`src/rv_cfg.svh`:
```
`ifndef RV_CFG_SVH
`define RV_CFG_SVH

// ########################################################################
// core configuration
// ########################################################################

`define RV_RESET_ADDR   32'h0000_0000

// write-back source codes.
`define RES_ALU         2'd0
`define RES_MEM         2'd1
`define RES_PC4         2'd2

// RV32I base opcodes.
`define OPC_LUI         7'b0110111
`define OPC_AUIPC       7'b0010111
`define OPC_JAL         7'b1101111
`define OPC_JALR        7'b1100111
`define OPC_BRANCH      7'b1100011
`define OPC_LOAD        7'b0000011
`define OPC_STORE       7'b0100011
`define OPC_OP          7'b0110011
`define OPC_OPIMM       7'b0010011

`endif

```
`src/rv_pkg.sv`:
```
package rv_pkg;

    typedef logic [31:0] word_t;        // data, address or pc.
    typedef logic [4:0]  reg_idx_t;
    typedef logic [3:0]  alu_op_t;      // {sub/sra, funct3}.
    typedef logic [1:0]  res_src_t;
    typedef logic [3:0]  byte_sel_t;

    // one instruction walks through all seven states.
    typedef enum logic [2:0]
    {
        ST_FETCH = 3'd0,
        ST_RS    = 3'd1,
        ST_ALU1  = 3'd2,
        ST_ALU2  = 3'd3,
        ST_ALU3  = 3'd4,
        ST_MEM   = 3'd5,
        ST_WR    = 3'd6
    } core_state_e;

endpackage

```
`src/rv_decode_if.sv`:
```
`timescale 1ns/1ns

interface rv_decode_if;

    rv_pkg::reg_idx_t rs1;
    rv_pkg::reg_idx_t rs2;
    rv_pkg::reg_idx_t rd;
    rv_pkg::word_t    imm;
    rv_pkg::word_t    pc;
    rv_pkg::alu_op_t  alu_op;
    logic             op1_pc;     // op1 is pc, else rs1.
    logic             op2_imm;    // op2 is imm, else rs2.
    rv_pkg::res_src_t res_src;
    logic             reg_write;
    logic             store;
    logic             jal;
    logic             jalr;
    logic             branch;
    logic [2:0]       funct3;

    modport dec
    (
        output rs1, rs2, rd, imm, pc, alu_op, op1_pc, op2_imm,
        output res_src, reg_write, store, jal, jalr, branch, funct3
    );

    modport core
    (
        input  rs1, rs2, rd, imm, pc, alu_op, op1_pc, op2_imm,
        input  res_src, reg_write, store, jal, jalr, branch, funct3
    );

endinterface

```
`src/rv_alu.sv`:
```
`timescale 1ns/1ns

module rv_alu
(
    input  rv_pkg::word_t   i_op1,
    input  rv_pkg::word_t   i_op2,
    input  rv_pkg::alu_op_t i_op,
    output rv_pkg::word_t   o_result,
    output rv_pkg::word_t   o_sum,
    output logic            o_taken
);

    logic          sub;
    rv_pkg::word_t op2_b;
    logic [32:0]   add;
    logic          ovf, lts, ltu, eq, cond;
    logic [4:0]    shamt;
    logic [32:0]   shr;

    // one adder for add, sub and every compare.
    assign sub   = i_op[3] | (i_op[2:1] == 2'b01);
    assign op2_b = sub ? ~i_op2 : i_op2;
    assign add   = {1'b0, i_op1} + {1'b0, op2_b} + {32'd0, sub};
    assign o_sum = add[31:0];

    assign ovf = (i_op1[31] ^ i_op2[31]) & (i_op1[31] ^ add[31]);
    assign lts = add[31] ^ ovf;
    assign ltu = ~add[32];              // borrow out.
    assign eq  = (i_op1 == i_op2);

    assign shamt = i_op2[4:0];
    assign shr   = $signed({i_op[3] & i_op1[31], i_op1}) >>> shamt;

    always_comb
    begin
        case (i_op[2:0])
            3'b000:  o_result = add[31:0];
            3'b001:  o_result = i_op1 << shamt;
            3'b010:  o_result = {31'd0, lts};
            3'b011:  o_result = {31'd0, ltu};
            3'b100:  o_result = i_op1 ^ i_op2;
            3'b101:  o_result = shr[31:0];
            3'b110:  o_result = i_op1 | i_op2;
            default: o_result = i_op1 & i_op2;
        endcase
    end

    always_comb
    begin
        case (i_op[2:1])
            2'b10:   cond = lts;
            2'b11:   cond = ltu;
            default: cond = eq;
        endcase
    end

    assign o_taken = cond ^ i_op[0];    // bne, bge, bgeu invert.

endmodule

```
`src/rv_core.sv`:
```
`timescale 1ns/1ns

`include "rv_cfg.svh"

module rv_core
(
    input  logic              i_clk,
    input  logic              i_reset_n,
    output rv_pkg::word_t     o_wb_adr,
    output rv_pkg::word_t     o_wb_dat,
    input  rv_pkg::word_t     i_wb_dat,
    output logic              o_wb_we,
    output logic              o_wb_stb,
    output logic              o_wb_cyc,
    output rv_pkg::byte_sel_t o_wb_sel,
    input  logic              i_wb_ack
);

    rv_pkg::core_state_e state_q, state_d;
    rv_pkg::word_t       fetch_addr, fetch_instr, fetch_pc;
    rv_pkg::word_t       rs1_data, rs2_data, op1, op2;
    rv_pkg::word_t       alu_result, alu_sum;
    logic                alu_taken;
    rv_pkg::word_t       alu3_result, alu3_sum, alu3_target;
    logic                alu3_jump;
    logic                fetch_phase, data_phase, redirect;
    rv_pkg::word_t       mem_rdata, ld_shift, ld_data, wb_data;
    rv_pkg::byte_sel_t   st_sel;
    rv_pkg::word_t       st_data;

    rv_decode_if u_dec_if ();

    // ####################################################################
    // state machine
    // ####################################################################

    always_comb
    begin
        case (state_q)
            rv_pkg::ST_FETCH: state_d = i_wb_ack ? rv_pkg::ST_RS : rv_pkg::ST_FETCH;
            rv_pkg::ST_RS:    state_d = rv_pkg::ST_ALU1;
            rv_pkg::ST_ALU1:  state_d = rv_pkg::ST_ALU2;
            rv_pkg::ST_ALU2:  state_d = rv_pkg::ST_ALU3;
            rv_pkg::ST_ALU3:  state_d = rv_pkg::ST_MEM;
            rv_pkg::ST_MEM:   state_d = rv_pkg::ST_WR;
            default:          state_d = rv_pkg::ST_FETCH;
        endcase
    end

    always_ff @(posedge i_clk)
    begin
        if (!i_reset_n)
            state_q <= rv_pkg::ST_FETCH;
        else
            state_q <= state_d;
    end

    assign fetch_phase = (state_q == rv_pkg::ST_FETCH);
    assign data_phase  = (state_q == rv_pkg::ST_ALU3) &
                         (u_dec_if.store | (u_dec_if.res_src == `RES_MEM));
    assign redirect    = (state_q == rv_pkg::ST_ALU3) & alu3_jump;

    rv_fetch u_fetch
    (
        .i_clk      (i_clk),
        .i_reset_n  (i_reset_n),
        .i_ack      (fetch_phase & i_wb_ack),
        .i_instr    (i_wb_dat),
        .i_redirect (redirect),
        .i_target   (alu3_target),
        .o_addr     (fetch_addr),
        .o_instr    (fetch_instr),
        .o_pc       (fetch_pc)
    );

    rv_decode u_decode
    (
        .i_clk   (i_clk),
        .i_instr (fetch_instr),
        .i_pc    (fetch_pc),
        .dec     (u_dec_if.dec)
    );

    rv_regs u_regs
    (
        .i_clk     (i_clk),
        .i_reset_n (i_reset_n),
        .i_rs1     (u_dec_if.rs1),
        .i_rs2     (u_dec_if.rs2),
        .i_rd      (u_dec_if.rd),
        .i_write   ((state_q == rv_pkg::ST_WR) & u_dec_if.reg_write),
        .i_data    (wb_data),
        .o_data1   (rs1_data),
        .o_data2   (rs2_data)
    );

    // ####################################################################
    // execute
    // ####################################################################

    assign op1 = u_dec_if.op1_pc ? u_dec_if.pc : rs1_data;
    assign op2 = u_dec_if.op2_imm ? u_dec_if.imm : rs2_data;

    rv_alu u_alu
    (
        .i_op1    (op1),
        .i_op2    (op2),
        .i_op     (u_dec_if.alu_op),
        .o_result (alu_result),
        .o_sum    (alu_sum),
        .o_taken  (alu_taken)
    );

    always_ff @(posedge i_clk)
    begin
        if (!i_reset_n)
            alu3_jump <= 1'b0;
        else if (state_q == rv_pkg::ST_ALU2)
            alu3_jump <= u_dec_if.jal | u_dec_if.jalr | (u_dec_if.branch & alu_taken);
    end

    always_ff @(posedge i_clk)
    begin
        if (state_q == rv_pkg::ST_ALU2)
        begin
            alu3_result <= alu_result;
            alu3_sum    <= alu_sum;
            alu3_target <= u_dec_if.jalr ? {alu_sum[31:1], 1'b0}
                                         : u_dec_if.pc + u_dec_if.imm;
        end
        if (state_q == rv_pkg::ST_MEM)
            mem_rdata <= i_wb_dat;      // load data, one cycle after strobe.
    end

    // ####################################################################
    // memory lanes and write-back
    // ####################################################################

    always_comb
    begin
        case (u_dec_if.funct3[1:0])
            2'b00:
            begin
                st_sel  = 4'b0001 << alu3_sum[1:0];
                st_data = {4{rs2_data[7:0]}};
            end
            2'b01:
            begin
                st_sel  = alu3_sum[1] ? 4'b1100 : 4'b0011;
                st_data = {2{rs2_data[15:0]}};
            end
            default:
            begin
                st_sel  = 4'b1111;
                st_data = rs2_data;
            end
        endcase
    end

    assign ld_shift = mem_rdata >> {alu3_sum[1:0], 3'b000};

    always_comb
    begin
        case (u_dec_if.funct3)
            3'b000:  ld_data = {{24{ld_shift[7]}}, ld_shift[7:0]};
            3'b001:  ld_data = {{16{ld_shift[15]}}, ld_shift[15:0]};
            3'b100:  ld_data = {24'd0, ld_shift[7:0]};
            3'b101:  ld_data = {16'd0, ld_shift[15:0]};
            default: ld_data = mem_rdata;
        endcase
    end

    always_comb
    begin
        case (u_dec_if.res_src)
            `RES_MEM: wb_data = ld_data;
            `RES_PC4: wb_data = u_dec_if.pc + 32'd4;  // link address.
            default:  wb_data = alu3_result;
        endcase
    end

    // bus is shared, fetch unless a data access is on.
    assign o_wb_cyc = fetch_phase | data_phase;
    assign o_wb_stb = fetch_phase | data_phase;
    assign o_wb_we  = data_phase & u_dec_if.store;
    assign o_wb_adr = data_phase ? {alu3_sum[31:2], 2'b00} : fetch_addr;
    assign o_wb_sel = data_phase ? st_sel : 4'b1111;
    assign o_wb_dat = st_data;

endmodule

```
`src/rv_decode.sv`:
```
`timescale 1ns/1ns

`include "rv_cfg.svh"

module rv_decode
(
    input  logic          i_clk,
    input  rv_pkg::word_t i_instr,
    input  rv_pkg::word_t i_pc,
    rv_decode_if.dec      dec
);

    logic [6:0]       opcode;
    logic [2:0]       funct3;
    rv_pkg::word_t    imm_i, imm_s, imm_b, imm_u, imm_j;
    rv_pkg::word_t    imm_n;
    rv_pkg::reg_idx_t rs1_n;
    rv_pkg::alu_op_t  alu_op_n;
    rv_pkg::res_src_t res_src_n;
    logic             op1_pc_n, op2_imm_n, reg_write_n;
    logic             store_n, jal_n, jalr_n, branch_n;

    assign opcode = i_instr[6:0];
    assign funct3 = i_instr[14:12];

    // ####################################################################
    // immediates
    // ####################################################################

    assign imm_i = {{20{i_instr[31]}}, i_instr[31:20]};
    assign imm_s = {{20{i_instr[31]}}, i_instr[31:25], i_instr[11:7]};
    assign imm_b = {{19{i_instr[31]}}, i_instr[31], i_instr[7], i_instr[30:25],
                    i_instr[11:8], 1'b0};
    assign imm_u = {i_instr[31:12], 12'd0};
    assign imm_j = {{11{i_instr[31]}}, i_instr[31], i_instr[19:12], i_instr[20],
                    i_instr[30:21], 1'b0};

    // ####################################################################
    // control
    // ####################################################################

    always_comb
    begin
        imm_n       = imm_i;
        rs1_n       = i_instr[19:15];
        alu_op_n    = 4'b0000;          // add.
        res_src_n   = `RES_ALU;
        op1_pc_n    = 1'b0;
        op2_imm_n   = 1'b0;
        reg_write_n = 1'b0;
        store_n     = 1'b0;
        jal_n       = 1'b0;
        jalr_n      = 1'b0;
        branch_n    = 1'b0;
        case (opcode)
            `OPC_LUI:
            begin
                imm_n       = imm_u;
                rs1_n       = 5'd0;     // x0 + imm.
                op2_imm_n   = 1'b1;
                reg_write_n = 1'b1;
            end
            `OPC_AUIPC:
            begin
                imm_n       = imm_u;
                op1_pc_n    = 1'b1;
                op2_imm_n   = 1'b1;
                reg_write_n = 1'b1;
            end
            `OPC_JAL:
            begin
                imm_n       = imm_j;
                op1_pc_n    = 1'b1;
                op2_imm_n   = 1'b1;
                res_src_n   = `RES_PC4;
                reg_write_n = 1'b1;
                jal_n       = 1'b1;
            end
            `OPC_JALR:
            begin
                op2_imm_n   = 1'b1;
                res_src_n   = `RES_PC4;
                reg_write_n = 1'b1;
                jalr_n      = 1'b1;
            end
            `OPC_BRANCH:
            begin
                imm_n    = imm_b;
                alu_op_n = {1'b1, funct3};  // subtract, compare by funct3.
                branch_n = 1'b1;
            end
            `OPC_LOAD:
            begin
                op2_imm_n   = 1'b1;
                res_src_n   = `RES_MEM;
                reg_write_n = 1'b1;
            end
            `OPC_STORE:
            begin
                imm_n     = imm_s;
                op2_imm_n = 1'b1;
                store_n   = 1'b1;
            end
            `OPC_OP:
            begin
                alu_op_n    = {i_instr[30], funct3};
                reg_write_n = 1'b1;
            end
            `OPC_OPIMM:
            begin
                // only srai carries bit 30 as an op bit.
                alu_op_n    = {i_instr[30] & (funct3 == 3'b101), funct3};
                op2_imm_n   = 1'b1;
                reg_write_n = 1'b1;
            end
            default:
            begin
                reg_write_n = 1'b0;     // fence, system: no-op.
            end
        endcase
    end

    always_ff @(posedge i_clk)
    begin
        dec.rs1       <= rs1_n;
        dec.rs2       <= i_instr[24:20];
        dec.rd        <= i_instr[11:7];
        dec.imm       <= imm_n;
        dec.pc        <= i_pc;
        dec.alu_op    <= alu_op_n;
        dec.op1_pc    <= op1_pc_n;
        dec.op2_imm   <= op2_imm_n;
        dec.res_src   <= res_src_n;
        dec.reg_write <= reg_write_n;
        dec.store     <= store_n;
        dec.jal       <= jal_n;
        dec.jalr      <= jalr_n;
        dec.branch    <= branch_n;
        dec.funct3    <= funct3;
    end

endmodule

```
`src/rv_fetch.sv`:
```
`timescale 1ns/1ns

`include "rv_cfg.svh"

module rv_fetch
(
    input  logic          i_clk,
    input  logic          i_reset_n,
    input  logic          i_ack,
    input  rv_pkg::word_t i_instr,
    input  logic          i_redirect,
    input  rv_pkg::word_t i_target,
    output rv_pkg::word_t o_addr,
    output rv_pkg::word_t o_instr,
    output rv_pkg::word_t o_pc
);

    rv_pkg::word_t pc_q;

    assign o_addr = pc_q;

    // redirect comes at the end of alu3, never together with an ack.
    always_ff @(posedge i_clk)
    begin
        if (!i_reset_n)
            pc_q <= `RV_RESET_ADDR;
        else if (i_redirect)
            pc_q <= i_target;
        else if (i_ack)
            pc_q <= pc_q + 32'd4;       // sequential step.
    end

    always_ff @(posedge i_clk)
    begin
        if (i_ack)
        begin
            o_instr <= i_instr;
            o_pc    <= pc_q;            // address the word came from.
        end
    end

endmodule

```
`src/rv_regs.sv`:
```
`timescale 1ns/1ns

module rv_regs
(
    input  logic             i_clk,
    input  logic             i_reset_n,
    input  rv_pkg::reg_idx_t i_rs1,
    input  rv_pkg::reg_idx_t i_rs2,
    input  rv_pkg::reg_idx_t i_rd,
    input  logic             i_write,
    input  rv_pkg::word_t    i_data,
    output rv_pkg::word_t    o_data1,
    output rv_pkg::word_t    o_data2
);

    rv_pkg::word_t regs [1:31];         // x0 has no storage.

    always_ff @(posedge i_clk)
    begin
        if (i_write && (i_rd != 5'd0))
            regs[i_rd] <= i_data;
    end

    always_ff @(posedge i_clk)
    begin
        if (!i_reset_n)
        begin
            o_data1 <= '0;
            o_data2 <= '0;
        end
        else
        begin
            o_data1 <= (i_rs1 == 5'd0) ? '0 : regs[i_rs1];
            o_data2 <= (i_rs2 == 5'd0) ? '0 : regs[i_rs2];
        end
    end

endmodule
```
`config.mk`:
```
export PLATFORM = sky130hd
export DESIGN_NAME = rv_core
export DESIGN_NICKNAME = d
export VERILOG_FILES = /design/src/rv_pkg.sv /design/src/rv_decode_if.sv /design/src/rv_alu.sv /design/src/rv_core.sv /design/src/rv_decode.sv /design/src/rv_fetch.sv /design/src/rv_regs.sv
export VERILOG_INCLUDE_DIRS = /design/src
export SDC_FILE = /design/constraint.sdc
export NUM_CORES = 2
export LEC_CHECK = 0
export ABC_CLOCK_PERIOD_IN_PS = 3950
export BUFFER_PORTS_ARGS = -buffer_cell sky130_fd_sc_hd__clkbuf_2
export CORE_UTILIZATION = 50
export CTS_CLUSTER_DIAMETER = 30
export DETAILED_ROUTE_END_ITERATION = 8
export PLACE_DENSITY = 0.68
export SLEW_MARGIN = 20
export SYNTH_ARGS = -nofsm -noshare
export SYNTH_HDL_FRONTEND = slang
export SYNTH_SLANG_ARGS = --single-unit
export TNS_END_PERCENT = 20
```
`constraint.sdc`:
```
create_clock -name i_clk -period 3.95 [get_ports i_clk]
set_input_delay 1.185 -clock i_clk [delete_from_list [all_inputs] [get_ports i_clk]]
set_output_delay 1.185 -clock i_clk [all_outputs]
set_load 0.01 [all_outputs]
```
==> reports/results.tsv <==
stage	metric	value	unit
run_status	status	finished, final reports clean	
synth	syn_inst	5241	
clocking	ctsRootBufferMaster	clkbuf_16	
layout	fillers	10379	
synth	async_flop_share	0	%
synth	synth_top_area_share	50.4	%
synth	ys_seq_elements	1379	
grt	grt_start_max_net_pins	87	
power_and_ir_drop	p_leak	31.8	nW
die	core_area	140000	um2
layout	seqCellArea	39500	um2
routing	wl	264000	um
clocking	htreeDepth	5	
timing	finalMaxSlewViolations	0	
layout	mostFrequentLayoutCell	edfxtp_1	
die	die-area	143000	um2
clocking	numCtsBuffers	308	
routing	vias	52030	
synth	yosysWarnings	0	
job	maxCapViolations	0	
synth	avgSynthCellArea	13.5	um2
die	io_pins	106	
timing	rsz0062_at_grt	yes	
timing	finalSetupViolCount	0	
synth	synth_area_leader_cell	edfxtp_1	
timing	fin_skew	79.4	ps
synth	synth_area_leaders	edfxtp_1 50%, mux4_2 12%, mux2i_1 6.9%	
placed_design	gp_congestion	1.06	
layout	fin_nets	5883	
power_and_ir_drop	power.density	571	nW/um2
timing	finalHoldWorstSlack	336	ps
worst_setup_path	worstSetupStartpointType	flip-flop	
power_and_ir_drop	irDropWorstVdd	0.455	mV
grt	grt_util_all_layers	36.9	%
worst_setup_path	crit_chain	buf_12 > mux2i_1 > inv_1 > xnor2_1 > ha_1 > nand2_1 > a2111oi_2 > o211ai_1 > a211oi_2 > buf_4 > o21ai_1 > o21bai_2 > mux2i_1 > a2111oi_2 > nor2_1	
synth	syn_area	70500	um2
worst_setup_path	slowest_delay	400	ps
worst_setup_path	end_kind	flip-flop	
timing	hold_violations	0	
grt	grt_pass1_vias	51041	
die	rows	137	
placed_design	port_buffers	105	
grt	antenna_found_initial	17	
die	die_x	378	um
timing	slew_headroom	31.4	%
timing	fin_crit	3930	ps
clocking	cts_buffer_depth	4	
clocking	clk_latency	920	ps
grt	grt_pass1_wl	370000	um
clocking	path_clk_slew	50	ps
die	initial_core_util	50.5	%
clocking	cts_num_sinks	1379	
layout	drive_gt1_share	27.3	%
routing	drt_first_iter_violations	7070	
worst_setup_path	crit_buf_inv	3	
worst_setup_path	cp_max_fo	14	
layout	final_cell_mix	1184 x edfxtp_1, 484 x mux2i_1, 398 x nor2_1	
min_path	hp-class	flip-flop to flip-flop	
worst_setup_path	worst-endpoint-arrival	4520	ps
timing	worst_slew_pin_slew	1030	ps
synth	ys.flop_type	edfxtp_1	
routing	antenna_left	0	
worst_setup_path	path_delay_family	compound AO/OA/AOI/OAI gates	
worst_setup_path	cp_slowest_cell	ha_1	
grt	grt-ovfl-total	0	
routing	wire_per_inst	33.7	um
timing	fmax	255	MHz
routing	drc	0	
placed_design	hpwl	176000	um
die	die_y	378	um
synth	syn_nets	5409	
worst_setup_path	critPathKind	flip-flop to flip-flop	
timing	fin_setup_tns	0	ps
routing	dr.pass1.iters	6	
layout	area_delta_synth_final	22.9	%
timing	min_period_over_period	99.4	%
worst_setup_path	critPathRequiredTime	4540	ps
clocking	postCtsHoldBufs	0	
synth	ys_types	82	
synth	synth_edf_count	1184	
layout	multi_input_area	29600	um2
synth	seq_area_frac_synth	55.9	%
clocking	cts_tree	built	
routing	vias_per_cell	6.65	
[metrics by stage]
stage	util [%]	cells	power, mW	instance area (um2)	setup slack [ps]
6_report	62.0	7829	49.4	86600	22.6
5_1_grt	62.0	7826	50.6	86600	-88.1
4_1_cts	61.9	7824	49.4	86500	33.8
3_5_place_dp	54.6	7280	24.1	76200	-100
3_3_place_gp	54.5	7279	24.1	76200	-162
2_1_floorplan	-	5241	20.9	70600	-9.28
[repair_timing]
action / 4_1_cts / 5_1_grt
endpoints found under the setup margin: 2 / 20
pin swaps: 0 / 3
buffers inserted: 0 / 1
resized for setup: 2 / 18
[state kept, by name, summed over array words and instances, names as in the netlist, 2 cells and up]
signal	cells
u_decode.dec.res_src	2
alu3_result	32
u_fetch.o_instr	32
u_fetch.o_pc	32
u_decode.dec.funct3	3
u_regs.o_data2	32
u_regs.regs	992
state_q	3
u_decode.dec.imm	32
u_decode.dec.pc	32
mem_rdata	32
alu3_sum	32
u_decode.dec.rs2	5
u_fetch.o_addr	32
u_regs.o_data1	32
alu3_target	32
u_decode.dec.rs1	5
u_decode.dec.rd	5
u_decode.dec.alu_op	4
[worst reg2reg max path, delay by kind of cell (launching register included)]
family          cells  cell delay (ps)
compound gates      6             1690
xor+xnor            1              140
fa+ha+maj           1              400
flops               1              340
simple gates        2              230
buf+inv             3              420
mux                 2              420
[per-layer routing]
| metal | track usage [%] | vias up | part of all wire (%) |
|---|---|---|---|
| met2 | 56.3 | 3476 | 45 |
| met4 | 18.8 | 6 | 5.6 |
| met1 | 49.6 | 26226 | 38 |
| met5 | 0 | - | 0.015 |
| li1 | - | 21577 | - |
| met3 | 8.24 | 745 | 11 |
[synthesized netlist by cell type, drive strengths merged (17+ instances only)]
| master | instances |
|---|---|
| ha | 131 |
| a21oi | 372 |
| a221oi | 87 |
| nor2 | 430 |
| xor2 | 53 |
| inv | 114 |
| o211ai | 98 |
| a21o | 42 |
| a31oi | 17 |
| nor3 | 33 |
| buf | 133 |
| dfxtp | 195 |
| a211oi | 39 |
| nand2 | 326 |
| clkbuf | 230 |
| mux2 | 92 |
| edfxtp | 1184 |
| nand4 | 28 |
| xnor2 | 89 |
| and3 | 21 |
| a22oi | 92 |
| nand2b | 30 |
| and2 | 27 |
| mux2i | 486 |
| o21ai | 263 |
| mux4 | 388 |
| nand3 | 66 |
[cell type report]
cell class	instances	share of cell area, %
Sequential cell	1379	45.6
Multi-Input combinational cell	3383	34.2
Clock buffer	357	9.46
Timing Repair Buffer	527	5.11
Tap cell	1876	2.71
Clock inverter	187	2.45
Inverter	116	0.508
Antenna cell	4	0.0116
[worst paths after layout]
| path | start | to | slack [ps] | cells past startpoint |
|---|---|---|---|---|
| worst max register to register | u_decode.dec.op2_imm | alu3_result[26] | 20 | 15 |
| worst min register to register | u_fetch.o_pc[20] | u_decode.dec.pc[20] | 340 | 0 |
| worst max-delay path | u_decode.dec.op2_imm | alu3_result[26] | 20 | 15 |
| worst min-delay path | u_fetch.o_pc[20] | u_decode.dec.pc[20] | 340 | 0 |
[kinds of logic (layout without fill, tap and decap cells)]
group | after synthesis | after routing | share of synthesized area [%]
DFF | 1379 | 1379 | 55.9
AOI/OAI and AO/OA | 1113 | 1113 | 9.91
and+or+nand+nor | 1029 | 1029 | 6.35
muxes | 966 | 966 | 20.8
buffers and inverters | 479 | 1187 | 2.85
xor gates and xnor gates | 142 | 142 | 1.80
adders and majority gates | 133 | 133 | 2.38
other | 0 | 4 | 0
[report_power, final]
part	total [mW]	leakage (nW)	switching, mW	internal (mW)
Combinational	7.41	14.5	4.50	2.91
Clock	25.4	5.00	8.22	17.1
Sequential	16.7	12.3	0.497	16.2
Total	49.4	31.8	13.2	36.2
No activity file was read; power rests on OpenSTA's default activity.
